`src/logic/la_pipe_pkg.sv`:
```
package la_pipe_pkg;

    localparam int XLEN      = 32;
    localparam int REG_IDX_W = 5;

    typedef logic [XLEN-1:0]      word_t;    // data, instruction and pc
    typedef logic [REG_IDX_W-1:0] reg_idx_t;
    typedef logic [XLEN-1:0]      imm_t;     // already extended to full width

    // first fetch address after reset
    localparam word_t RESET_PC = 32'h1c00_0000;
    localparam word_t PC_STEP  = 32'd4;

    // multiplier retires this many multiplier bits per cycle
    localparam int MUL_STEP_BITS = 8;
    localparam int MUL_CYCLES    = 4;    // 32 / 8, the operand load does the first step
    localparam int MUL_CNT_W     = $clog2(MUL_CYCLES);

    // 3R format, match on inst[31:15]
    localparam logic [16:0] OPC_ADD_W   = 17'h00020;
    localparam logic [16:0] OPC_SUB_W   = 17'h00022;
    localparam logic [16:0] OPC_SLT     = 17'h00024;
    localparam logic [16:0] OPC_SLTU    = 17'h00025;
    localparam logic [16:0] OPC_AND     = 17'h00029;
    localparam logic [16:0] OPC_OR      = 17'h0002a;
    localparam logic [16:0] OPC_XOR     = 17'h0002b;
    localparam logic [16:0] OPC_MUL_W   = 17'h00038;
    localparam logic [16:0] OPC_MULH_W  = 17'h00039;
    localparam logic [16:0] OPC_MULH_WU = 17'h0003a;

    // 2RI12 format, match on inst[31:22]
    localparam logic [9:0]  OPC_ADDI_W  = 10'h00a;

    // 1RI20 format, match on inst[31:25]
    localparam logic [6:0]  OPC_LU12I_W = 7'h0a;

    // execute operation carried down the pipe
    typedef enum logic [3:0] {
        OP_ADD,
        OP_SUB,
        OP_AND,
        OP_OR,
        OP_XOR,
        OP_SLT,
        OP_SLTU,
        OP_LUI,
        OP_MUL_LO,     // mul.w
        OP_MUL_HI_S,   // mulh.w
        OP_MUL_HI_U,   // mulh.wu
        OP_NONE        // undecoded, travels as a bubble
    } alu_op_e;

endpackage

```
`src/logic/reg_file.sv`:
```
`timescale 1ns/10ps

module reg_file
    import la_pipe_pkg::*;
(
    input  logic     clk,
    input  logic     rst_n_i,
    input  reg_idx_t raddr1_i,
    input  reg_idx_t raddr2_i,
    input  reg_idx_t waddr_i,
    input  logic     we_i,
    input  word_t    wdata_i,
    output word_t    rdata1_o,
    output word_t    rdata2_o
);

    word_t regs_q [1:31];   // r0 has no storage

    // r0 reads zero, a same-cycle write is passed straight through
    function automatic word_t read_port(reg_idx_t addr);
        word_t val;
        if (addr == '0)
            val = '0;
        else if (we_i && (waddr_i == addr))
            val = wdata_i;
        else
            val = regs_q[addr];
        return val;
    endfunction

    always_ff @(posedge clk or negedge rst_n_i)
    begin
        if (!rst_n_i)
        begin
            for (int i = 1; i < 32; i++)
                regs_q[i] <= '0;
        end
        else if (we_i && (waddr_i != '0))
            regs_q[waddr_i] <= wdata_i;
    end

    always_comb
    begin
        rdata1_o = read_port(raddr1_i);
        rdata2_o = read_port(raddr2_i);
    end

endmodule

```
`config.mk`:
```
export PLATFORM = sky130hd
export DESIGN_NAME = reg_file
export DESIGN_NICKNAME = d
export VERILOG_FILES = /design/src/logic/la_pipe_pkg.sv /design/src/logic/reg_file.sv
export SDC_FILE = /design/constraint.sdc
export NUM_CORES = 2
export LEC_CHECK = 0
export ABC_CLOCK_PERIOD_IN_PS = 3500
export BUFFER_PORTS_ARGS = -buffer_cell sky130_fd_sc_hd__buf_4
export CORE_ASPECT_RATIO = 1.75
export CORE_MARGIN = 2
export CORE_UTILIZATION = 60
export CTS_CLUSTER_DIAMETER = 100
export DETAILED_ROUTE_END_ITERATION = 8
export PLACE_DENSITY = 0.74
export SLEW_MARGIN = 10
export SYNTH_ARGS = -nofsm -noshare
export SYNTH_HDL_FRONTEND = slang
export SYNTH_SLANG_ARGS = --single-unit
```
`constraint.sdc`:
```
create_clock -name clk -period 3.5 [get_ports clk]
set_clock_uncertainty 0.1 [all_clocks]
set_input_delay 0.7 -clock clk [delete_from_list [all_inputs] [get_ports clk]]
set_output_delay 0.7 -clock clk [all_outputs]
set_load 0.05 [all_outputs]
```
==> qor.txt <==
status: finished with violations
failing checks: setup timing
total wire length: 187.9 mm
CP arrival: 2760 ps
Multi-input gate area: 0.02766 mm²
worst slew pin tran: 788.2 ps
Slew Limit Fails: 0
Syn Inst Count: 3731
DRC: 0
total power: 34530 µW
sequential fraction of the synthesis area: 45.85%
reg2reg start: regs_q[713]
first-pass GRT wire length: 273.0 mm
crit path capture type: output port
Vias: 38380
fin crit period: 3557 ps
Routed Antenna Nets: 0
Synth Area in Compound Gates: 5.667%
Iter 0 DRT Violations: 4195
CP startpoint: raddr1_i[4]
Finished Core Util: 69.51%
Synth area leaders: dfrtp_1, mux2_2, mux4_2
Die X: 231.1 µm
max reg flops: 992
num ports: 114
RSZ-0062 raised after global routing: true
largest net degree at the start of global routing: 107
largest family of logic cells by synthesized area: multiplexers
grt ovf: 0
ys flop type: dfrtp_1
Routed WL per cell: 36.53 µm
crit start category: primary input
f_max: 0.2811 GHz
CTS H-tree depth: 3
syn_nets: 3781
area share of fa/ha/maj cells after synthesis: 0%
YS warnings: 0
Die Area: 0.09275 mm²
worst path cell trace: buf_4, buf_12, clkinvlp_4, nand2_1, buf_4, o221ai_1, o221a_2, buf_4
Slew headroom: 47.34%
max incr delay on CP: 360 ps
Initial Util: 60.65%
Post-Syn Area: 0.05414 mm²
CP most frequent cell: buf_4
initial antenna violation count: 14
Nets: 3935
flop and latch count out of synthesis: 992
Final WS setup: -57.19 ps
CTS sink cnt: 992
Synth top area share: 45.85%
CP Max Fanout: 26
vias in the first global route: 40640
IO Port Bufs: 113
vias per cell: 7.463
TritonRoute pass-1 iters: 6
Reg area: 0.02482 mm²
HP Class: primary input to flop
area grow syn2layout: 14.61%
die span in y: 401.4 µm
core area: 0.08926 mm²
largest registers: regs_q (992)
Peak VDD IR: 0.5155 mV
CTS Buf Count: 93
flop2flop setup slack: 2550 ps
global placement routability congestion: 0.9185
clk slew on worst S/H paths: 70 ps
# rows: 145
critical setup path kind: primary input to output port
post-synthesis cell type count: 51
most common cell in the synthesized netlist: mux2_2
final setup vio count: 5
number of flops mapped to enable cells by yosys: 0
total power divided by cell area: 556.4 mW/mm²
non-filler instance count after layout: 5143
Max Cap Viol: 0
dpl hpwl: 118.7 mm
Leak: 0.02696 µW
worst skew pair latency: 700 ps
Root Buffer: clkbuf_16
Hold Crit Start: wdata_i[4]
CP required: 2700 ps
GRT Resource Usage Total: 40.70%
area leader, netlist: dfrtp_1
share of cells above drive strength 1: 55.48%
Simple-Gate Fraction of Synth Area: 2.424%
CTS tree: done
Avg Inst Size Synth: 14.51 µm²
most common library cells after synthesis: mux2_2, dfrtp_1, mux4_2, nand2_1, mux2i_1
post-synthesis xor/xnor area fraction: 0.1618%
pre-CTS setup slack: -142.6 ps
dpl cells: 4934
Max clock buf depth: 3
slowest cell on the critical path: o221a_2
ys async rst share: 100.0%
largest reg by FF count: regs_q
period utilization: 101.6%
mux contribution to synthesized area: 42.10%
Fin. Hold Viols: 0
# fillers: 6032
==> cell families (layout without fill, tap and decap cells) <==
group                  after synthesis  in the layout
XOR/XNOR                            10             10
AO/OA/AOI/OAI                      398            398
other                                0              9
buffers and inverters              406            633
AND/OR/NAND/NOR                    291            291
flip-flops                         992            992
multiplexers                      1634           1634
==> stage by stage <==
stage	setup TNS (ps)	hold slack, ps	area, µm²
after global routing	-200.8	418.6	62040
after CTS	-1.096	386.9	61610
after detailed placement	-1206	411.4	58160
after global placement	-1033	399.0	58160
final	-153.5	418.7	62050
after floorplan	-625.3	304.4	54230
==> worst paths after layout <==
check / to / cells after the start
setup / recovery: rdata1_o[26] / 8
hold / removal: regs_q[772] / 2
setup reg to reg: regs_q[713] / 1
hold reg to reg: regs_q[322] / 1
max in group asynchronous: regs_q[769] / 3
min in group asynchronous: regs_q[753] / 2
==> cell usage in the layout (no fill, tap or decap), types with 12 or more instances in the layout <==
cell	Yosys	final
clkbuf_16	0	102
mux4_2	405	405
mux2i_1	160	157
nand3_1	41	40
o211a_1	12	12
a221oi_2	11	12
a21oi_2	0	21
nand2b_1	24	23
nand2_2	0	17
a221o_1	21	21
mux2_2	1067	1067
o21ai_0	39	36
nand2_1	165	148
o2111ai_1	26	26
nor2_4	0	17
buf_6	13	27
clkbuf_1	151	23
clkinv_2	0	14
a211oi_1	20	18
a21oi_1	41	20
a31oi_1	39	33
buf_4	49	334
o22a_1	17	17
o211ai_1	60	60
clkbuf_8	0	21
a221oi_1	15	14
o221a_2	20	20
buf_12	3	83
a22oi_1	47	47
dfrtp_1	992	992
==> timing repair <==
item	CTS	global route
setup buffers	8	15
hold buffers	1	0
setup endpoints to repair	26	48
pin swaps	1	13
resized for setup	22	42
hold endpoints to repair	36	0
cloned	3	5
==> report_power, final <==
part | switching (µW) | internal, µW
logic | 3650 | 4630
clock network | 4550 | 6170
registers | 1810 | 13700
total | 10000 | 24500
==> layout make-up <==
class	count	area share, %
inverters	3	0.02420
multi-input cells	2333	44.57
clock buffers	141	4.517
diodes	9	0.03630
well taps	1176	2.371
flip-flops and latches	992	40.01
repair buffers	462	7.875
clock inverters	27	0.5969
==> per-layer routing <==
metal	vias up	track usage (%)	part of all wire, %
met3	908	10.63	10
met2	2507	63.16	47
met5	-	0	0.018
li1	14750	-	-
met1	20210	48.83	34
met4	6	30.61	9.2
==> worst max-delay path, delay by kind of cell <==
family | cells | cell delay (ps)
buffers and inverters | 5 | 1190
AND/OR/NAND/NOR | 1 | 230
AO/OA/AOI/OAI | 2 | 590
Note: power is estimated with default switching activity, not from simulation.
