`src/logic/la_pipe_pkg.sv`:
```
package la_pipe_pkg;

    localparam int XLEN      = 32;
    localparam int REG_IDX_W = 5;

    typedef logic [XLEN-1:0]      word_t;    // data, instruction and pc
    typedef logic [REG_IDX_W-1:0] reg_idx_t;
    typedef logic [XLEN-1:0]      imm_t;     // already extended to full width

    // first fetch address after reset
    localparam word_t RESET_PC = 32'h1c00_0000;
    localparam word_t PC_STEP  = 32'd4;

    // multiplier retires this many multiplier bits per cycle
    localparam int MUL_STEP_BITS = 8;
    localparam int MUL_CYCLES    = 4;    // 32 / 8, the operand load does the first step
    localparam int MUL_CNT_W     = $clog2(MUL_CYCLES);

    // 3R format, match on inst[31:15]
    localparam logic [16:0] OPC_ADD_W   = 17'h00020;
    localparam logic [16:0] OPC_SUB_W   = 17'h00022;
    localparam logic [16:0] OPC_SLT     = 17'h00024;
    localparam logic [16:0] OPC_SLTU    = 17'h00025;
    localparam logic [16:0] OPC_AND     = 17'h00029;
    localparam logic [16:0] OPC_OR      = 17'h0002a;
    localparam logic [16:0] OPC_XOR     = 17'h0002b;
    localparam logic [16:0] OPC_MUL_W   = 17'h00038;
    localparam logic [16:0] OPC_MULH_W  = 17'h00039;
    localparam logic [16:0] OPC_MULH_WU = 17'h0003a;

    // 2RI12 format, match on inst[31:22]
    localparam logic [9:0]  OPC_ADDI_W  = 10'h00a;

    // 1RI20 format, match on inst[31:25]
    localparam logic [6:0]  OPC_LU12I_W = 7'h0a;

    // execute operation carried down the pipe
    typedef enum logic [3:0] {
        OP_ADD,
        OP_SUB,
        OP_AND,
        OP_OR,
        OP_XOR,
        OP_SLT,
        OP_SLTU,
        OP_LUI,
        OP_MUL_LO,     // mul.w
        OP_MUL_HI_S,   // mulh.w
        OP_MUL_HI_U,   // mulh.wu
        OP_NONE        // undecoded, travels as a bubble
    } alu_op_e;

endpackage

```
`src/logic/inst_decode.sv`:
```
`timescale 1ns/10ps

module inst_decode
    import la_pipe_pkg::*;
(
    input  word_t    inst_i,
    output reg_idx_t rj_o,
    output reg_idx_t rk_o,
    output reg_idx_t rd_o,
    output imm_t     imm_o,
    output logic     use_imm_o,
    output alu_op_e  alu_op_o,
    output logic     rf_we_o
);

    imm_t si12_ext;
    imm_t si20_shl;
    logic is_lu12i;
    logic is_addi;

    // register fields sit at the same place in every kept format
    assign rd_o = inst_i[4:0];
    assign rj_o = inst_i[9:5];
    assign rk_o = inst_i[14:10];

    assign si12_ext = {{20{inst_i[21]}}, inst_i[21:10]};
    assign si20_shl = {inst_i[24:5], 12'b0};   // lu12i.w value

    assign is_lu12i = (inst_i[31:25] == OPC_LU12I_W);
    assign is_addi  = (inst_i[31:22] == OPC_ADDI_W);

    always_comb
    begin
        alu_op_o  = OP_NONE;
        use_imm_o = 1'b0;
        imm_o     = si12_ext;

        if (is_lu12i)
        begin
            alu_op_o  = OP_LUI;
            use_imm_o = 1'b1;
            imm_o     = si20_shl;
        end
        else if (is_addi)
        begin
            alu_op_o  = OP_ADD;
            use_imm_o = 1'b1;
        end
        else
        begin
            // register-register group
            case (inst_i[31:15])
                OPC_ADD_W:   alu_op_o = OP_ADD;
                OPC_SUB_W:   alu_op_o = OP_SUB;
                OPC_SLT:     alu_op_o = OP_SLT;
                OPC_SLTU:    alu_op_o = OP_SLTU;
                OPC_AND:     alu_op_o = OP_AND;
                OPC_OR:      alu_op_o = OP_OR;
                OPC_XOR:     alu_op_o = OP_XOR;
                OPC_MUL_W:   alu_op_o = OP_MUL_LO;
                OPC_MULH_W:  alu_op_o = OP_MUL_HI_S;
                OPC_MULH_WU: alu_op_o = OP_MUL_HI_U;
                default:     alu_op_o = OP_NONE;
            endcase
        end
    end

    // every kept instruction writes rd, an unknown word writes nothing
    assign rf_we_o = (alu_op_o != OP_NONE);

endmodule

```
`config.mk`:
```
export PLATFORM = sky130hd
export DESIGN_NAME = inst_decode
export DESIGN_NICKNAME = d
export VERILOG_FILES = /design/src/logic/la_pipe_pkg.sv /design/src/logic/inst_decode.sv
export SDC_FILE = /design/constraint.sdc
export NUM_CORES = 1
export LEC_CHECK = 0
export BUFFER_PORTS_ARGS = -buffer_cell sky130_fd_sc_hd__buf_2
export CORE_UTILIZATION = 35
export DETAILED_ROUTE_END_ITERATION = 10
export GPL_TIMING_DRIVEN = 0
export PLACE_DENSITY = 0.9
export SLEW_MARGIN = 20
export SYNTH_ARGS = -nofsm -noshare
export SYNTH_HDL_FRONTEND = slang
export SYNTH_SLANG_ARGS = --single-unit
```
`constraint.sdc`:
```
create_clock -name vclk -period 3
set_clock_uncertainty 0.2 [all_clocks]
set_input_delay 0.6 -clock vclk [all_inputs]
set_output_delay 0.6 -clock vclk [all_outputs]
set_load 0.01 [all_outputs]
```
==> impl_results.md <==
* Met2 wire len at ~1.4 mm
* Storage cell area at 0 um^2
* Cell area after synthesis at roughly 690 um^2
* Critical Path Source Type: input port
* Number of buffer cells added on primary ports at around 80
* Area of the die at ~0.0022 mm^2
* Sequence of cells on the critical path: buf_6, or4_4, buf_6, nor3_4, nor2b_2, buf_6, a21o_1, buf_2
* Final Power at 148.2 uW
* Wirelength per Cell at between 10 and 15 um
* Final Hold Vio Count at 0
* Width of the chip at 46.54 um
* Bufs and invs on worst path at 4
* Post-placement worst setup slack at approximately 77 ps
* Diodes inserted at 0
* Worst min-delay path endpoint: rd_o[2]
* Transition time at the pin with the least slew margin at around 380 ps
* Number of remaining DRC errors at 0
* Final number of setup-violating endpoints at 0
* Type of the most critical hold path: in2out
* DR pass1 iterations at 4
* Global route overflow at 0
* CORE AREA at between 0.0015 and 0.002 mm^2
* GRT Total Usage at 0.2027
* Synth Warn # at 0
* DR vias at 1010
* Number of different library cells in the post-synthesis netlist at 32
* Critical Path Fanout Max at 10
* Syn_area_per_cell at about 7 um^2
* Run status: completed
* Worst IR drop on VDD at 76.83 uV
* Maximum clock frequency at roughly 340 MHz
* GPL Wtd Cong at 0.7464
* Gate count of the mapped netlist at 99
* Number of buffers inserted for hold repair after clock tree synthesis at 0
* Top Metal Used: met4
* Instance count along the most critical hold path at 2
* Post-layout worst setup margin at ~31 ps
* Violation count after the first detailed-routing iteration at 26
* Endpoint kind of the worst setup timing path: primary output
* Net count after synthesis at between 100 and 150
* Area of all placed cells without fillers at roughly 0.0011 mm^2
* Detail Placement HPWL at between 2 and 2.5 mm
* Number of global-route vias before repair at 797
* Antenna violations before repair at 0
* Rows at 15
* Post-layout net count at between 200 and 250
* Pwr/cell area at 128.9 mW/mm^2
* First-pass GRT wire length at 3.346 mm
* Detail Route Antenna Nets at 0
* Leakage at 0.0006946 uW
* Aggregate negative setup slack at 0 ps
* Crit Path Class: in2out
* Placed instance area at about 0.0011 mm^2
* Top-level I/O count at 85
* Critical path arrival at 2170 ps
* Time the final worst path needs with I/O delays and setup at between 2000 and 3000 ps
* Routed wire length at 2.580 mm
* Delay of the slowest cell on the worst path at between 500 and 600 ps
* Number of maximum-capacitance constraint violations at 0
* Layout clock buffer count at 0
* DIE HEIGHT at ~47 um
* Period utilisation layout at 0.9896
* Final Slew Violations at 0
* Post-synthesis sequential area ratio at 0
* Cell at the slowest stage of the critical path: or4_4
* FF+latch count at 0
* Signed area change from the synthesized netlist to the final layout at 65.59%
* Most used cell, CP: buf_6
* Metal1 wirelength at roughly 960 um
* Gate family responsible for the most delay along the worst path: simple AND/OR/NAND/NOR gates
* Average via count per standard cell at approximately 5
* Fraction of the core area covered by cells at the end of the flow at 0.6382
* Launch instance of the worst min-delay path: inst_i[2]
* Rel. slew slack at 0.7462
* Proportion of layout cells with a drive suffix above 1 at 0.6348
* Pin count of the biggest net entering global routing at 11
* Sum of met3 wire segment lengths after detailed routing at between 150 and 200 um
* Origin of the worst setup path: inst_i[27]
* Total of fill cells in the finished design at 167
* Initial Util at 0.3854
* Required time at the endpoint of the critical path at 2200 ps
power breakdown:
part           switching [uW]  total [uW]  internal, uW  leakage (uW)
registers                   0           0             0             0
clock network               0           0             0             0
logic                    73.9         148          74.4      0.000695
cell type report:
| class | instances | area [um^2] | area share |
|---|---|---|---|
| Buffer | 27 | 192.7 | 0.1676 |
| Multi-Input combinational cell | 72 | 521.8 | 0.4538 |
| Tap cell | 25 | 31.28 | 0.02720 |
| Timing Repair Buffer | 79 | 404.1 | 0.3515 |
cells in the final DEF (no fill, tap or decap):
master,n
a21bo_2,1
and2b_2,1
a221oi_1,1
o21ai_0,3
nor2b_2,1
buf_2,78
nor4_1,1
nor4bb_1,1
o22a_1,1
or2_2,2
clkbuf_1,5
nor3_1,1
a31oi_1,2
or4_4,2
nor2_1,4
nor2b_1,13
nand4_1,1
nand3_2,1
nand4b_1,1
clkbuf_4,2
o21a_1,1
a21oi_1,2
buf_6,4
or3b_2,1
nor3_4,1
nor3b_1,2
nand2_1,3
a21o_1,19
a211o_1,1
o22ai_1,2
buf_4,17
xor2_1,1
a21o_2,1
nor4_4,1
how the worst max path moves through the flow:
stage                        to  slack, ps  cells past startpoint
finish                imm_o[31]         30                      8
floorplan           alu_op_o[0]        330                      5
global placement    alu_op_o[0]         80                      7
detailed placement  alu_op_o[0]         80                      7
global route          imm_o[31]        -20                      8
CTS                 alu_op_o[0]         70                      7
what timing repair did:
action / CTS / global route
resized for setup: 0 / 10
endpoints found under the setup margin: 0 / 7
buffers inserted: 0 / 1
per-layer routing:
| metal | vias to the layer above | track usage |
|---|---|---|
| met5 | - | 0 |
| met4 | 0 | 0.02941 |
| met3 | 4 | 0.003922 |
| met2 | 70 | 0.3833 |
| met1 | 440 | 0.2540 |
| li1 | 496 | - |
logic make-up (layout without fill, tap and decap cells):
logic type,Yosys count,after routing,synth area share
compound gates,34,34,0.3532
xor+xnor,1,1,0.01261
buf+inv,27,106,0.2523
simple gates,37,37,0.3820
synthesized netlist by cell type (2+ instances only):
cell      instances  area share
o22ai_1           2       0.018
a21oi_1           2       0.014
nor2_1            4       0.022
buf_2             5       0.036
clkbuf_1          5       0.027
a31oi_1           2       0.018
nor2b_1          14        0.13
or2_2             2       0.018
or4_4             2       0.032
buf_4            16        0.17
nor3b_1           2       0.022
a21o_1           19        0.21
o21ai_0           3       0.022
nand2_1           3       0.016
stage by stage:
stage               std cells  hold slack, ps
floorplan                  99            1092
global placement          202            1185
detailed placement        202            1184
CTS                       202            1185
global route              203            1186
finish                    203            1184
Note: power is estimated with default switching activity, not from simulation.
