**config.mk**
```make
export PLATFORM = sky130hd
export DESIGN_NAME = mul_unit
export DESIGN_NICKNAME = d
export VERILOG_FILES = /design/src/logic/la_pipe_pkg.sv /design/src/logic/mul_unit.sv
export SDC_FILE = /design/constraint.sdc
export NUM_CORES = 2
export LEC_CHECK = 0
export BUFFER_PORTS_ARGS = -buffer_cell sky130_fd_sc_hd__buf_2
export CORE_ASPECT_RATIO = 0.9
export CORE_MARGIN = 1
export CORE_UTILIZATION = 45
export CTS_CLUSTER_DIAMETER = 100
export DETAILED_ROUTE_END_ITERATION = 16
export GPL_TIMING_DRIVEN = 0
export HOLD_SLACK_MARGIN = 0.02
export PLACE_DENSITY = 0.65
export SETUP_SLACK_MARGIN = 0.05
export SYNTH_ARGS = -nofsm -noshare
export SYNTH_HDL_FRONTEND = slang
export SYNTH_SLANG_ARGS = --single-unit
```
**constraint.sdc**
```tcl
create_clock -name clk -period 16.8 [get_ports clk]
set_input_delay 1.68 -clock clk [delete_from_list [all_inputs] [get_ports clk]]
set_output_delay 1.68 -clock clk [all_outputs]
set_load 0.02 [all_outputs]
```
**src/logic/la_pipe_pkg.sv**
```systemverilog
package la_pipe_pkg;

    localparam int XLEN      = 32;
    localparam int REG_IDX_W = 5;

    typedef logic [XLEN-1:0]      word_t;    // data, instruction and pc
    typedef logic [REG_IDX_W-1:0] reg_idx_t;
    typedef logic [XLEN-1:0]      imm_t;     // already extended to full width

    // first fetch address after reset
    localparam word_t RESET_PC = 32'h1c00_0000;
    localparam word_t PC_STEP  = 32'd4;

    // multiplier retires this many multiplier bits per cycle
    localparam int MUL_STEP_BITS = 8;
    localparam int MUL_CYCLES    = 4;    // 32 / 8, the operand load does the first step
    localparam int MUL_CNT_W     = $clog2(MUL_CYCLES);

    // 3R format, match on inst[31:15]
    localparam logic [16:0] OPC_ADD_W   = 17'h00020;
    localparam logic [16:0] OPC_SUB_W   = 17'h00022;
    localparam logic [16:0] OPC_SLT     = 17'h00024;
    localparam logic [16:0] OPC_SLTU    = 17'h00025;
    localparam logic [16:0] OPC_AND     = 17'h00029;
    localparam logic [16:0] OPC_OR      = 17'h0002a;
    localparam logic [16:0] OPC_XOR     = 17'h0002b;
    localparam logic [16:0] OPC_MUL_W   = 17'h00038;
    localparam logic [16:0] OPC_MULH_W  = 17'h00039;
    localparam logic [16:0] OPC_MULH_WU = 17'h0003a;

    // 2RI12 format, match on inst[31:22]
    localparam logic [9:0]  OPC_ADDI_W  = 10'h00a;

    // 1RI20 format, match on inst[31:25]
    localparam logic [6:0]  OPC_LU12I_W = 7'h0a;

    // execute operation carried down the pipe
    typedef enum logic [3:0] {
        OP_ADD,
        OP_SUB,
        OP_AND,
        OP_OR,
        OP_XOR,
        OP_SLT,
        OP_SLTU,
        OP_LUI,
        OP_MUL_LO,     // mul.w
        OP_MUL_HI_S,   // mulh.w
        OP_MUL_HI_U,   // mulh.wu
        OP_NONE        // undecoded, travels as a bubble
    } alu_op_e;

endpackage

```
**src/logic/mul_unit.sv**
```systemverilog
`timescale 1ns/10ps

module mul_unit
    import la_pipe_pkg::*;
(
    input  logic  clk,
    input  logic  rst_n_i,
    input  logic  mul_start_i,
    input  logic  signed_i,
    input  word_t a_i,
    input  word_t b_i,
    output word_t prod_hi_o,
    output word_t prod_lo_o,
    output logic  mul_done_o
);

    logic [2*XLEN-1:0]    acc_q;     // unsigned partial product
    logic [2*XLEN-1:0]    mcand_q;   // multiplicand, pre-shifted per step
    logic [2*XLEN-1:0]    prod;
    word_t                mplier_q;  // multiplier bits still to consume
    word_t                mag_a;
    word_t                mag_b;
    logic                 neg_q;
    logic                 busy_q;
    logic                 done_q;
    logic                 load;
    logic [MUL_CNT_W-1:0] cnt_q;

    // work on magnitudes, sign is put back on the way out
    assign mag_a = (signed_i && a_i[XLEN-1]) ? -a_i : a_i;
    assign mag_b = (signed_i && b_i[XLEN-1]) ? -b_i : b_i;

    assign load = mul_start_i & ~busy_q & ~done_q;

    always_ff @(posedge clk or negedge rst_n_i)
    begin
        if (!rst_n_i)
        begin
            busy_q <= 1'b0;
            done_q <= 1'b0;
            cnt_q  <= '0;
        end
        else if (!mul_start_i)
        begin
            busy_q <= 1'b0;   // request dropped
            done_q <= 1'b0;
        end
        else if (load)
        begin
            busy_q <= 1'b1;
            cnt_q  <= MUL_CNT_W'(MUL_CYCLES - 1);
        end
        else if (busy_q)
        begin
            cnt_q <= cnt_q - 1'b1;
            if (cnt_q == MUL_CNT_W'(1))
            begin
                busy_q <= 1'b0;
                done_q <= 1'b1;
            end
        end
        else
            done_q <= 1'b0;   // result taken this cycle, next start is a new op
    end

    // first byte of the multiplier is consumed while loading
    always_ff @(posedge clk)
    begin
        if (load)
        begin
            acc_q    <= {{XLEN{1'b0}}, mag_a} * mag_b[MUL_STEP_BITS-1:0];
            mcand_q  <= {{XLEN{1'b0}}, mag_a} << MUL_STEP_BITS;
            mplier_q <= mag_b >> MUL_STEP_BITS;
            neg_q    <= signed_i & (a_i[XLEN-1] ^ b_i[XLEN-1]);
        end
        else if (busy_q)
        begin
            acc_q    <= acc_q + mcand_q * mplier_q[MUL_STEP_BITS-1:0];
            mcand_q  <= mcand_q << MUL_STEP_BITS;
            mplier_q <= mplier_q >> MUL_STEP_BITS;
        end
    end

    assign prod       = neg_q ? -acc_q : acc_q;
    assign prod_hi_o  = prod[2*XLEN-1:XLEN];
    assign prod_lo_o  = prod[XLEN-1:0];
    assign mul_done_o = done_q;

endmodule

```
==> qor.yml <==
status:
  status: "finished, final reports clean"
cts:
  post-cts-setup-buffers: 0
  root_buffer: "clkbuf_16"
  ctsHoldBuffers: 0
  cts_tree: "done"
  clk_path_buf_depth: 2
  ctsResizeCount: 0
  cts_inserted_buffers: 17
  worstSkewPairLatency_ns: 0.53
  htree_levels: 4
  cts.sinks: 149
  clk_pin_slew_ns: 0.08
synth:
  yosysTopAreaCell: "fa_1"
  synth_area_sq_um: 30800
  ys_types: 82
  synth_warnings: 0
  synth-edff-count: 97
  postSynthCellCount: 3551
  synth_seq_area_share: 0.129
  ys_seq_elements: 149
  synth.area.top_cells: "fa_1 (31%), edfxtp_1 (9.5%), ha_1 (7.7%), and2_1 (6.6%), inv_1 (5.5%)"
  synth.most_common_cell: "fa_1"
  synthFlopType: "edfxtp_1"
  synth_top_area_frac: 0.313
  synth_common_cells: "fa_1 (481), inv_1 (448), nand2_1 (448), and2_1 (325), nor2_1 (213)"
  syn_area_per_cell_sq_um: 8.68
  synth_fp_nets: 4290
  synthArstFlopShare: 0.0268
timing:
  setup_viol: 0
  finalCriticalPeriod_ns: 10.12
  fmaxAchievable_mhz: 98.9
  fin_ws_ns: 6.68
  fin_crit_sh: 0.602
  relSlewSlack: 0.0497
  hold_viol: 0
  setup-tns-final_ns: 0
  drv_slew: 0
  worst_pin_slew_ns: 1.41
  rsz0062_at_grt: "no"
  finClkSkew_ns: 0.0248
worst_setup_path:
  arrival_ns: 10.32
  cpMostUsedCell: "fa_1"
  crit_family: "adder cells"
  critPathMaxStageDelay_ns: 0.63
  r2r-end: "acc_q[63]"
  path_class: "primary input to flip-flop"
  cp-end-kind: "flip-flop"
  r2r-start: "mplier_q[7]"
  crit_buf_inv: 5
  startpoint_type: "primary input"
  required_ns: 17.01
  r2r_cells: 31
  critPathSlowestCell: "xnor2_1"
  path_depth: 27
  r2r_slack_ns: 7.17
  worstPathMaxFanout: 10
  startpoint: "b_i[0]"
  cp-endpoint: "acc_q[38]"
placement:
  place.gp.congestion: 0.955
  io_buffers: 130
  dp_slack_ns: 6.22
  hpwl_mm: 79.9
  post-place-cells: 4556
  placed_cell_area_sq_um: 32600
die:
  dieArea_sq_um: 69500
  fp.coreArea_sq_um: 67300
  start_util: 0.458
  die_w_um: 278
  rows: 90
  die_h_um: 250
  io_pins: 133
grt:
  met2_usage: 0.455
  use_met1: 0.388
  grt_usage: 0.282
  overflow: 0
  met3_usage: 0.0430
  busiest_layer: "met2"
  antenna_found_initial: 1
  grt_pass1_wl_mm: 151
  grt_max_degree: 51
  first_global_vias: 25800
drt:
  post_drt_wl_per_cell_um: 21.2
  drtAntennaViolNets: 0
  drc_errors: 0
  wirelength_mm: 97.3
  dr.pass1.iters: 6
  drt_iter0_markers: 2238
  vias_per_cell: 5.63
  num_vias: 25800
cells_and_area:
  final_nets: 4440
  multiInputGateArea_sq_um: 24600
  register_area_sq_um: 3970
  antenna_cells: 0
  final_area_sq_um: 33200
  final_cells: 4588
  fillers: 6537
  drive_above_1_share: 0.0528
  syn2layout_area_growth_pct: 7.78
run:
  cap_violations: 0
worst_hold_path:
  hold_class: "flip-flop to flip-flop"
## worst register-to-register path: cells and delay by family (launching register included)
kind | cells | cell delay [ns]
compound gates | 14 | 3.63
fa+ha+maj | 6 | 2.59
simple gates | 6 | 1.39
buf+inv | 4 | 1.24
flops | 1 | 0.46
xor+xnor | 1 | 0.21
## placed cells by master (no fill, tap or decap), types with 9 or more instances in the layout
cell / n
nand2b_1: 20
or3_1: 30
xnor2_1: 192
a22o_1: 27
dfxtp_1: 48
o211ai_1: 14
fa_1: 481
a21o_1: 82
nor2b_1: 18
edfxtp_1: 97
xor2_1: 99
clkbuf_1: 124
ha_1: 190
buf_2: 130
a211oi_1: 22
and2_1: 325
clkbuf_16: 17
nor2_1: 213
and3_1: 13
o21ai_1: 19
o21a_1: 15
a31oi_1: 9
nand2_1: 448
o41ai_1: 12
o31ai_1: 29
o21bai_1: 22
nor4_1: 10
inv_1: 447
nand3_1: 33
buf_1: 17
nand4_1: 21
o21ai_0: 162
a21oi_1: 171
nor3_1: 30
## flip-flops by register name (all words and copies together), names as in the netlist
| signal | flops |
|---|---|
| acc_q | 64 |
| mcand_q | 56 |
| mplier_q | 24 |
| cnt_q | 2 |
| busy_q | 1 |
| mul_done_o | 1 |
| neg_q | 1 |
## cells by family after synthesis
family / share of synthesized area
AND/OR/NAND/NOR: 0.191
XOR/XNOR: 0.0827
AO/OA/AOI/OAI: 0.134
adder cells (fa/ha/maj): 0.390
flip-flops: 0.129
multiplexers: 0.00134
buffers and inverters: 0.0725
## worst min-delay path by stage
stage | start | end | cells past startpoint
floorplan | mcand_q[63] | mcand_q[63] | 1
global placement | mcand_q[63] | mcand_q[63] | 1
CTS | mcand_q[63] | mcand_q[63] | 1
global route | mcand_q[63] | mcand_q[63] | 1
finish | mcand_q[63] | mcand_q[63] | 1
detailed placement | mcand_q[63] | mcand_q[63] | 1
## metal layers
metal / vias to the layer above / part of all wire / routed length, um
li1: 11800 / - / -
met3: 138 / 0.072 / 7050
met5: - / 0 / 0
met1: 12800 / 0.44 / 42500
met2: 996 / 0.46 / 44800
met4: 0 / 0.031 / 3010
## cell type report
cell class                      instances  share of cell area
Buffer                                143              0.0165
Timing Repair Buffer                  131              0.0204
Inverter                              449              0.0508
Multi-Input combinational cell       2810               0.741
Sequential cell                       149               0.120
Clock buffer                           17              0.0128
Tap cell                              874              0.0329
Clock inverter                         15             0.00592
## stage by stage
| step | hold slack [ns] | util |
|---|---|---|
| final | 0.489 | 0.493 |
| after global routing | 0.521 | 0.493 |
| after CTS | 0.488 | 0.493 |
| after detailed placement | 0.466 | 0.484 |
| after global placement | 0.461 | 0.483 |
| after floorplan | 0.440 | - |
Power is left out: the tool's default activity adds up to more than one toggle a clock period on the data nets, which glitch-free logic cannot reach.
