===== src/logic/la_pipe_pkg.sv =====
package la_pipe_pkg;

    localparam int XLEN      = 32;
    localparam int REG_IDX_W = 5;

    typedef logic [XLEN-1:0]      word_t;    // data, instruction and pc
    typedef logic [REG_IDX_W-1:0] reg_idx_t;
    typedef logic [XLEN-1:0]      imm_t;     // already extended to full width

    // first fetch address after reset
    localparam word_t RESET_PC = 32'h1c00_0000;
    localparam word_t PC_STEP  = 32'd4;

    // multiplier retires this many multiplier bits per cycle
    localparam int MUL_STEP_BITS = 8;
    localparam int MUL_CYCLES    = 4;    // 32 / 8, the operand load does the first step
    localparam int MUL_CNT_W     = $clog2(MUL_CYCLES);

    // 3R format, match on inst[31:15]
    localparam logic [16:0] OPC_ADD_W   = 17'h00020;
    localparam logic [16:0] OPC_SUB_W   = 17'h00022;
    localparam logic [16:0] OPC_SLT     = 17'h00024;
    localparam logic [16:0] OPC_SLTU    = 17'h00025;
    localparam logic [16:0] OPC_AND     = 17'h00029;
    localparam logic [16:0] OPC_OR      = 17'h0002a;
    localparam logic [16:0] OPC_XOR     = 17'h0002b;
    localparam logic [16:0] OPC_MUL_W   = 17'h00038;
    localparam logic [16:0] OPC_MULH_W  = 17'h00039;
    localparam logic [16:0] OPC_MULH_WU = 17'h0003a;

    // 2RI12 format, match on inst[31:22]
    localparam logic [9:0]  OPC_ADDI_W  = 10'h00a;

    // 1RI20 format, match on inst[31:25]
    localparam logic [6:0]  OPC_LU12I_W = 7'h0a;

    // execute operation carried down the pipe
    typedef enum logic [3:0] {
        OP_ADD,
        OP_SUB,
        OP_AND,
        OP_OR,
        OP_XOR,
        OP_SLT,
        OP_SLTU,
        OP_LUI,
        OP_MUL_LO,     // mul.w
        OP_MUL_HI_S,   // mulh.w
        OP_MUL_HI_U,   // mulh.wu
        OP_NONE        // undecoded, travels as a bubble
    } alu_op_e;

endpackage


===== src/logic/alu.sv =====
`timescale 1ns/10ps

module alu
    import la_pipe_pkg::*;
(
    input  alu_op_e op_i,
    input  word_t   a_i,
    input  word_t   b_i,
    output word_t   result_o
);

    word_t sum;
    word_t diff;
    logic  lt_s;
    logic  lt_u;

    assign sum  = a_i + b_i;
    assign diff = a_i - b_i;

    // compares for slt and sltu
    assign lt_s = ($signed(a_i) < $signed(b_i));
    assign lt_u = (a_i < b_i);

    always_comb
    begin
        case (op_i)
            OP_ADD:
                result_o = sum;     // add.w and addi.w
            OP_SUB:
                result_o = diff;
            OP_AND:
                result_o = a_i & b_i;
            OP_OR:
                result_o = a_i | b_i;
            OP_XOR:
                result_o = a_i ^ b_i;
            OP_SLT:
                result_o = {{(XLEN-1){1'b0}}, lt_s};
            OP_SLTU:
                result_o = {{(XLEN-1){1'b0}}, lt_u};
            OP_LUI:
                result_o = b_i;     // immediate comes in pre-shifted
            default:
                result_o = '0;      // multiplies and bubbles
        endcase
    end

endmodule


===== config.mk =====
export PLATFORM = sky130hd
export DESIGN_NAME = alu
export DESIGN_NICKNAME = d
export VERILOG_FILES = /design/src/logic/la_pipe_pkg.sv /design/src/logic/alu.sv
export SDC_FILE = /design/constraint.sdc
export NUM_CORES = 1
export LEC_CHECK = 0
export CORE_MARGIN = 2
export CORE_UTILIZATION = 50
export DETAILED_ROUTE_END_ITERATION = 10
export DONT_BUFFER_PORTS = 1
export PLACE_DENSITY_LB_ADDON = 0.25
export REMOVE_ABC_BUFFERS = 1
export SYNTH_ARGS = -nofsm -noshare
export SYNTH_HDL_FRONTEND = slang
export SYNTH_SLANG_ARGS = --single-unit

===== constraint.sdc =====
create_clock -name vclk -period 4.1
set_clock_uncertainty 0.2 [all_clocks]
set_input_delay 1.025 -clock vclk [all_inputs]
set_output_delay 1.025 -clock vclk [all_outputs]
set_load 0.005 [all_outputs]

==> results of run 1 <==
logic make-up (layout without fill, tap and decap cells):
logic type                 after synthesis  after routing  synth area share (%)
AOI/OAI and AO/OA                      314            314                 41.31
xor gates and xnor gates                 4              4                0.6676
adders and majority gates              107            107                 25.79
buffers and inverters                  143            271                 10.46
muxes                                    3              3                0.5959
and+or+nand+nor                        233            233                 21.17
final timing paths:
kind	startpoint	endpoint	slack (ns)	cells past startpoint
max	b_i[10]	result_o[30]	-0.42	11
min	b_i[20]	result_o[20]	1.99	2
worst max-delay path: stages:
cell and delay (ns):
inv_1 0.09, ha_4 0.23, a21oi_1 0.35, a211oi_2 0.17
o2111ai_1 0.30, a21oi_4 0.08, o211ai_1 0.38, a211oi_2 0.16
o22ai_2 0.21, o31ai_1 0.08, o21bai_2 0.21
cells in the final DEF (no fill, tap or decap), types with 15 or more instances in the layout:
master    instances
o21ai_0          30
o21ai_1          16
a21oi_2          19
buf_4           169
nand3_1          15
inv_1            91
ha_1             91
nor3_1           24
nand2_1          41
nor2_1           78
o211ai_1         30
a21o_1           15
a21oi_1          60
a221oi_1         17
a22oi_1          25
power by group:
group          internal (mW)  switching, mW  total [mW]
logic                  0.440          0.523       0.963
clock network              0              0           0
registers                  0              0           0
total                  0.440          0.523       0.963
repair_timing:
item | 4_1_cts | 5_1_grt
hold endpoints to repair | 0 | 0
endpoints found under the setup margin | 26 | 28
resized for setup | 68 | 75
buffers inserted | 8 | 10
pin swaps | 45 | 53
synthesized netlist by cell type, types with 4 or more instances:
cell and count:
a22oi_1 27, o31ai_1 6, a21o_1 15, ha_1 105, o31a_1 5, a221o_1 4, o211a_1 4, o21a_1 4
a31oi_1 10, a211oi_1 7, nand3_1 16, o211ai_1 30, nor2_1 82, nand2_1 43, buf_1 4, a21oi_1 80
or3_1 5, a221oi_1 17, o21bai_1 14, nand2b_1 7, nand4_1 11, o22ai_1 5, nor3_1 27, clkbuf_1 35
nor2b_1 13, o21ai_0 51, nor4_1 7, and3_1 6, buf_2 10, inv_1 94
through the flow:
stage,util (%),area [um2]
after global routing,69.63,7156
after floorplan,-,5052
final,69.63,7156
after detailed placement,62.92,6466
after CTS,66.14,6798
after global placement,62.92,6466
layer usage:
metal / wire, um / track usage [%] / vias to the layer above / share of wire (%)
met3: 1920 / 3.863 / 59 / 9.1
met5: 0 / 0 / - / 0
met1: 8610 / 44.51 / 3225 / 41
met2: 10110 / 61.13 / 386 / 48
li1: - / - / 3178 / -
met4: 546 / 11.04 / 0 / 2.6
layout make-up:
type	count	area (um2)
multi-input combinational	661	5249
inverter	94	369.1
tap	136	170.2
fill	868	3122
timing repair buffer	177	1368
==> summary.md, run 1 <==
| Metric | Value |
|---|---|
| Status | finished, violations left |
| Failing checks | setup timing |
| Cell count after synthesis | 804 |
| Total number of vias | 6848 |
| IO Pins | 100 |
| Fin cells | 1068 |
| GR Overflow Total | 0 |
| Initial Util | 51.07% |
| Hold WS | 1.989 ns |
| Setup_tns | -7.118 ns |
| Least-Margin Pin Slew | 0.8415 ns |
| Vias in the first global route | 6658 |
| Iteration-0 DRC Markers | 595 |
| Netlist cell types | 67 |
| Dpl hpwl | 16370 um |
| Ranking of synthesized cells by area | ha_1 25%, a21oi_1 7.6%, inv_1 6.7% |
| Crit Path Category | input pin to output port |
| Area added between synthesis and finish | 36.33% |
| RSZ-0062 raised after global routing | true |
| Top cell type's share of synthesized area | 25.03% |
| Avg WL per Cell | 19.84 um |
| DRT Pass-1 Iters | 5 |
| Max cap viols | 0 |
| Pre-CTS WS | -0.6203 ns |
| Post-Syn Area | 5249 um2 |
| Critical path capture point type | output port |
| Register Area | 0 um2 |
| First-pass GRT wire length | 32690 um |
| Sequential element share of the synthesized area | 0% |
| Hold buffers post-CTS | 0 |
| HP Class | input pin to output port |
| Yosys warning total | 0 |
| Lkg Pwr | 3.353 nW |
| Worst Setup Start Kind | input pin |
| Final Cycle Share | 110.2% |
| Final Max Tran Viols | 0 |
| Pwr/cell area | 134.6 nW/um2 |
| Clock buffer count | 0 |
| Antenna Cells | 0 |
| GRT Total Usage | 34.87% |
| Core area | 10280 um2 |
| Final GP Congestion | 1.010 |
| Tot Pwr | 0.9631 mW |
| Worst endpoint required time | 2.87 ns |
| Final Hold Viols | 0 |
| Total Wirelength | 21190 um |
| Post-Syn Area per Cell | 6.528 um2 |
| Number of port buffers | 0 |
| Sequential cell count | 0 |
| Die ar. | 11330 um2 |
| Antenna Nets Post-Route | 0 |
| Number of remaining DRC errors | 0 |
| Vias per Instance | 6.412 |
| Initial antenna violation count | 0 |
| Max frequency | 221.3 MHz |
| Final setup viols | 27 |
| Cell total after placement | 1054 |
| Num rows | 37 |
| Die X | 106.5 um |
| Die Span Y | 106.5 um |
| Area leader, netlist | ha_1 |
| CP max FO | 5 |
| Nets | 1109 |
| Share of cells above drive strength 1 | 30.47% |
| Relative slew slack | 42.45% |
| Largest net degree at the start of global routing | 39 |
| Clock period minus worst slack | 4.518 ns |
| CP arrival | 3.29 ns |
| Slack of the critical path | -0.4177 ns |
| Maximum VDD drop | 0.06972 mV |
No activity file was read; power rests on OpenSTA's default activity.
==> run 2, diff against run 1 <==
- CELL_PAD_IN_SITES_DETAIL_PLACEMENT: not set -> 0
- CELL_PAD_IN_SITES_GLOBAL_PLACEMENT: not set -> 1
- CORE_UTILIZATION: 50 -> 40
- SETUP_SLACK_MARGIN: not set -> 0.4
==> run 2 against run 1 <==
Compared with the run above:
- the flow still finishes with violations (setup timing)
- combinational power increased by 3.1%
- critical path depth grew 3
- clock-buffer cell count stayed put
- wire length rose by 3.0%
- core utilization is 11 points lower
- critical path type unchanged
==> summary.md, run 2 (synthesis gave the netlist of run 1 again) <==
| Metric | Value |
|---|---|
| Status | finished, violations left (unchanged) |
| Failing checks | setup timing (unchanged) |
| Final Hold Viols | 0 (unchanged) |
| Worst Setup Start Kind | input pin (unchanged) |
| Number of port buffers | 0 (unchanged) |
| Nets | 1137 (was 1109) |
| Sequential share of power | 0% (about the same) |
| Tot Pwr | 0.9933 mW (was 0.9631 mW) |
| Commonest non-fill, non-tap cell in the layout | buf_4 (unchanged) |
| Antenna Nets Post-Route | 0 (unchanged) |
| Final Cycle Share | 113.0% (was 110.2%) |
| Antenna Cells | 0 (unchanged) |
| Least-Margin Pin Slew | 0.4892 ns (was 0.8415 ns) |
| Number of remaining DRC errors | 0 (unchanged) |
| Register Area | 0 um2 (unchanged) |
| Num rows | 41 (was 37) |
| Initial antenna violation count | 0 (unchanged) |
| Design area | 7441 um2 (was 7156 um2) |
| Die X | 118.6 um (was 106.5 um) |
| RSZ-0062 raised after global routing | true (unchanged) |
| Setup_tns | -9.406 ns (was -7.118 ns) |
| Clock period minus worst slack | 4.632 ns (was 4.518 ns) |
| Max frequency | 215.9 MHz (was 221.3 MHz) |
| Avg WL per Cell | 19.28 um (was 19.84 um) |
| Switching Share | 53.06% (was 54.33%) |
| First-pass GRT wire length | 34850 um (was 32690 um) |
| CP max FO | 3 (was 5) |
| GR Overflow Total | 0 (unchanged) |
| Final setup viols | 29 (was 27) |
| Maximum VDD drop | 0.06292 mV (was 0.06972 mV) |
| Final Max Tran Viols | 0 (unchanged) |
| Clock buffer count | 0 (unchanged) |
| Share of cells above drive strength 1 | 32.92% (was 30.47%) |
| Total number of vias | 6751 (was 6848) |
| Clock share of power | 0% (about the same) |
| DRT Pass-1 Iters | 4 (was 5) |
| Pwr/cell area | 133.5 nW/um2 (was 134.6 nW/um2) |
| Combinational Power Share | 100.0% (about the same) |
| Switching power | 0.5270 mW (was 0.5233 mW) |
| Initial Util | 41.26% (was 51.07%) |
| Dpl hpwl | 17140 um (was 16370 um) |
| Commonest non-fill, non-tap cells in the layout | 195 x buf_4, 92 x ha_1, 89 x inv_1, 77 x nor2_1, 57 x a21oi_1 (was 169 x buf_4, 91 x inv_1, 91 x ha_1, 78 x nor2_1, 60 x a21oi_1) |
| IO Pins | 100 (unchanged) |
| Vias in the first global route | 6815 (was 6658) |
| Core area | 12720 um2 (was 10280 um2) |
| Iteration-0 DRC Markers | 474 (was 595) |
| Util after Layout | 58.49% (was 69.63%) |
| Die Span Y | 118.6 um (was 106.5 um) |
| Final GP Congestion | 0.9466 (was 1.010) |
| Slack of the critical path | -0.5323 ns (was -0.4177 ns) |
| Hold WS | 1.981 ns (was 1.989 ns) |
| GRT Total Usage | 29.73% (was 34.87%) |
| Largest net degree at the start of global routing | 39 (unchanged) |
| Max cap viols | 0 (unchanged) |
| Die ar. | 14050 um2 (was 11330 um2) |
| Total Wirelength | 21820 um (was 21190 um) |
| Internal | 0.4663 mW (was 0.4399 mW) |
| Area added between synthesis and finish | 41.76% (was 36.33%) |
| Critical path capture point type | output port (unchanged) |
| HP Class | input pin to output port (unchanged) |
| Vias per Instance | 5.964 (was 6.412) |
| Worst endpoint required time | 2.87 ns (about the same) |
| Lkg Pwr | 3.514 nW (was 3.353 nW) |
| Relative slew slack | 67.14% (was 42.45%) |
| CP arrival | 3.41 ns (was 3.29 ns) |
| Sequential cell count | 0 (unchanged) |
| DP Area | 6631 um2 (was 6466 um2) |
| Crit Path Category | input pin to output port (unchanged) |
[run 2: repair_timing]
| action | CTS | global route |
|---|---|---|
| gates resized for setup | 91 | 62 |
| setup endpoints to repair | 30 | 31 |
| buffers inserted | 16 | 9 |
| hold buffers | 0 | 0 |
| pin swaps | 59 | 48 |
[run 2: per-layer routing]
layer	GRT usage [%]	vias up	share of wire [%]
met1	39.48	3256	45
li1	-	3242	-
met3	2.220	35	5.5
met4	6.399	0	2.4
met5	0	-	0
met2	52.30	218	47
[run 2: final cells by class]
type                            count  area (um2)
Fill cell                        1225        5281
Inverter                           94       369.1
Multi-Input combinational cell    661        5280
Tap cell                          172       215.2
Timing Repair Buffer              205        1577
[run 2: worst paths after layout]
check,start,end,cells past startpoint
hold / removal,b_i[14],result_o[14],2
setup / recovery,a_i[1],result_o[29],14
[run 2: power groups by stage]
stage,clock network (mW),registers [mW],logic (mW)
after floorplan,0,0,0.477
after global placement,0,0,0.821
after detailed placement,0,0,0.829
after CTS,0,0,0.911
after global routing,0,0,1.08
final,0,0,0.993
[run 2: worst max-delay path, cell delays in order]
cell        delay [ns]
clkinvlp_4        0.09
ha_1              0.34
buf_4             0.15
nand3_1           0.11
a21oi_2           0.10
o211ai_1          0.28
buf_4             0.18
nand2_1           0.10
a21oi_2           0.22
o21ai_2           0.13
buf_4             0.15
a221o_1           0.30
nand4_1           0.11
nand3_2           0.11
[run 2: through the flow]
stage | std cells | setup slack, ns
after floorplan | 755 | -0.9946
after CTS | 1123 | -0.4873
after detailed placement | 1107 | -0.6822
after global routing | 1132 | -0.6645
after global placement | 1107 | -0.6520
final | 1132 | -0.5323
==> run 3, diff against run 2 <==
==> constraint.sdc (replaced) <==
create_clock -name vclk -period 4.1
set_clock_uncertainty 0.2 [all_clocks]
set_input_delay 0.615 -clock vclk [all_inputs]
set_output_delay 0.615 -clock vclk [all_outputs]
set_load 0.005 [all_outputs]
==> run 3 against run 2 <==
Compared with the run above:
- the run now ends clean
- sequential cell count is the same
- core utilization shrank 9.7 points
- critical path depth shrank 1
- power shrank 19%
- via count shrank 8.0%
- first-iteration DRC count grew 21%
- critical path type unchanged
- largest cell class unchanged
==> summary.md, run 3 (synthesis gave the netlist of run 1 again) <==
| Metric | Value |
|---|---|
| Status | finished clean (was finished, violations left) |
| First-pass GRT wire length | 31400 um (was 34850 um) |
| Vias in the first global route | 6023 (was 6815) |
| Worst endpoint required time | 3.28 ns (was 2.87 ns) |
| Dpl hpwl | 15280 um (was 17140 um) |
| Worst Setup Start Kind | input pin (unchanged) |
| GRT Total Usage | 26.69% (was 29.73%) |
| CP max stage cell | a221o_1 (was ha_1) |
| Tot Pwr | 0.8071 mW (was 0.9933 mW) |
| Die X | 118.6 um (unchanged) |
| Fillers | 1369 (was 1225) |
| Relative slew slack | 54.95% (was 67.14%) |
| Least-Margin Pin Slew | 0.6749 ns (was 0.4892 ns) |
| Number of port buffers | 0 (unchanged) |
| Crit. path cell count | 13 (was 14) |
| Hold Path Depth | 2 (unchanged) |
| Hold WS | 1.167 ns (was 1.981 ns) |
| Setup_tns | 0 ns (was -9.406 ns) |
| Total number of vias | 6210 (was 6751) |
| Final GP Congestion | 0.9608 (was 0.9466) |
| Clock buffer count | 0 (unchanged) |
| GR Overflow Total | 0 (unchanged) |
| Hold buffers post-CTS | 0 (unchanged) |
| CP max FO | 7 (was 3) |
| Pwr/cell area | 130.0 nW/um2 (was 133.5 nW/um2) |
| Avg WL per Cell | 20.63 um (was 19.28 um) |
| Share of cells above drive strength 1 | 18.28% (was 32.92%) |
| Num rows | 41 (unchanged) |
| DP Area | 5558 um2 (was 6631 um2) |
| Final setup viols | 0 (was 29) |
| Commonest non-fill, non-tap cells in the layout | 91 x inv_1, 91 x ha_1, 78 x nor2_1, 71 x a21oi_1, 55 x buf_4 (was 195 x buf_4, 92 x ha_1, 89 x inv_1, 77 x nor2_1, 57 x a21oi_1) |
| Final Max Tran Viols | 0 (unchanged) |
| Clock period minus worst slack | 3.792 ns (was 4.632 ns) |
| Initial Util | 41.26% (unchanged) |
| CP peak stage delay | 0.38 ns (was 0.34 ns) |
| Core area | 12720 um2 (unchanged) |
| Iteration-0 DRC Markers | 575 (was 474) |
| Number of remaining DRC errors | 0 (unchanged) |
| Largest net degree at the start of global routing | 39 (unchanged) |
| Initial antenna violation count | 0 (unchanged) |
| Sequential cell count | 0 (unchanged) |
| Antenna Cells | 0 (unchanged) |
| Maximum VDD drop | 0.05434 mV (was 0.06292 mV) |
| Max frequency | 263.7 MHz (was 215.9 MHz) |
| DRT Pass-1 Iters | 5 (was 4) |
| Die ar. | 14050 um2 (unchanged) |
| Total Wirelength | 20360 um (was 21820 um) |
| CP arrival | 2.98 ns (was 3.41 ns) |
| Max cap viols | 0 (unchanged) |
| Final Cycle Share | 92.50% (was 113.0%) |
| Area added between synthesis and finish | 18.31% (was 41.76%) |
| Critical path capture point type | output port (unchanged) |
| Antenna Nets Post-Route | 0 (unchanged) |
| IO Pins | 100 (unchanged) |
| Design area | 6210 um2 (was 7441 um2) |
| CP cell instances | clkinvlp_4 > ha_4 > buf_6 > nand2b_1 > a221o_1 > o2111ai_4 > a21oi_4 > a31oi_4 > a211oi_4 > buf_4 > a21oi_2 > nor3_2 > a211o_1 (was clkinvlp_4 > ha_1 > buf_4 > nand3_1 > a21oi_2 > o211ai_1 > buf_4 > nand2_1 > a21oi_2 > o21ai_2 > buf_4 > a221o_1 > nand4_1 > nand3_2) |
| Crit path buf inv count | 3 (was 4) |
| Final Hold Viols | 0 (unchanged) |
| Crit Path Category | input pin to output port (unchanged) |
| RSZ-0062 raised after global routing | true (unchanged) |
| Register Area | 0 um2 (unchanged) |
| HP Class | input pin to output port (unchanged) |
| Vias per Instance | 6.292 (was 5.964) |
| Crit-path leading delay family | compound AO/OA/AOI/OAI gates (unchanged) |
| Lkg Pwr | 2.756 nW (was 3.514 nW) |
| Nets | 992 (was 1137) |
| Die Span Y | 118.6 um (unchanged) |
## run 3: cell types whose count changed in the layout (fill, tap and decap cells not counted), moves of 5 or more
cell,before,now
o21ai_2,8,3
o21ai_0,32,43
a21oi_2,21,8
buf_4,195,55
a21oi_1,57,71
buf_6,10,5
## run 3: timing repair
action	in CTS	in global routing
setup endpoints to repair	19	22
endpoints found under the hold margin	0	0
resized for setup	50	54
setup buffers	8	15
pin swaps	35	38
## run 3: stage by stage
step | worst slack (ns) | cells | util [%]
6_report | 0.3077 | 987 | 48.81
5_1_grt | 0.1847 | 987 | 48.81
4_1_cts | 0.2948 | 972 | 45.85
3_5_place_dp | 0.1125 | 964 | 43.69
3_3_place_gp | 0.1818 | 964 | 43.69
2_1_floorplan | -0.1746 | 755 | -
## run 3: power by group
part           leakage (nW)  total, mW  switching [mW]  internal (mW)
combinational          2.76      0.807           0.480          0.327
sequential                0          0               0              0
clock                     0          0               0              0
## run 3: area by class of cell
| cell class | instances | area (um2) | area share (%) |
|---|---|---|---|
| Multi-Input combinational cell | 661 | 5156 | 83.03 |
| Timing Repair Buffer | 60 | 469.2 | 7.556 |
| Inverter | 94 | 369.1 | 5.944 |
| Tap cell | 172 | 215.2 | 3.466 |
## run 3: final timing paths
kind	from	endpoint	slack, ns
hold / removal	b_i[20]	result_o[20]	1.17
setup / recovery	b_i[6]	result_o[23]	0.31
## run 3: metal layers
layer / global-route usage, % / share of wire (%)
met1: 36.58 / 43
met2: 44.40 / 47
met3: 3.137 / 7.6
met4: 6.324 / 1.7
met5: 0 / 0
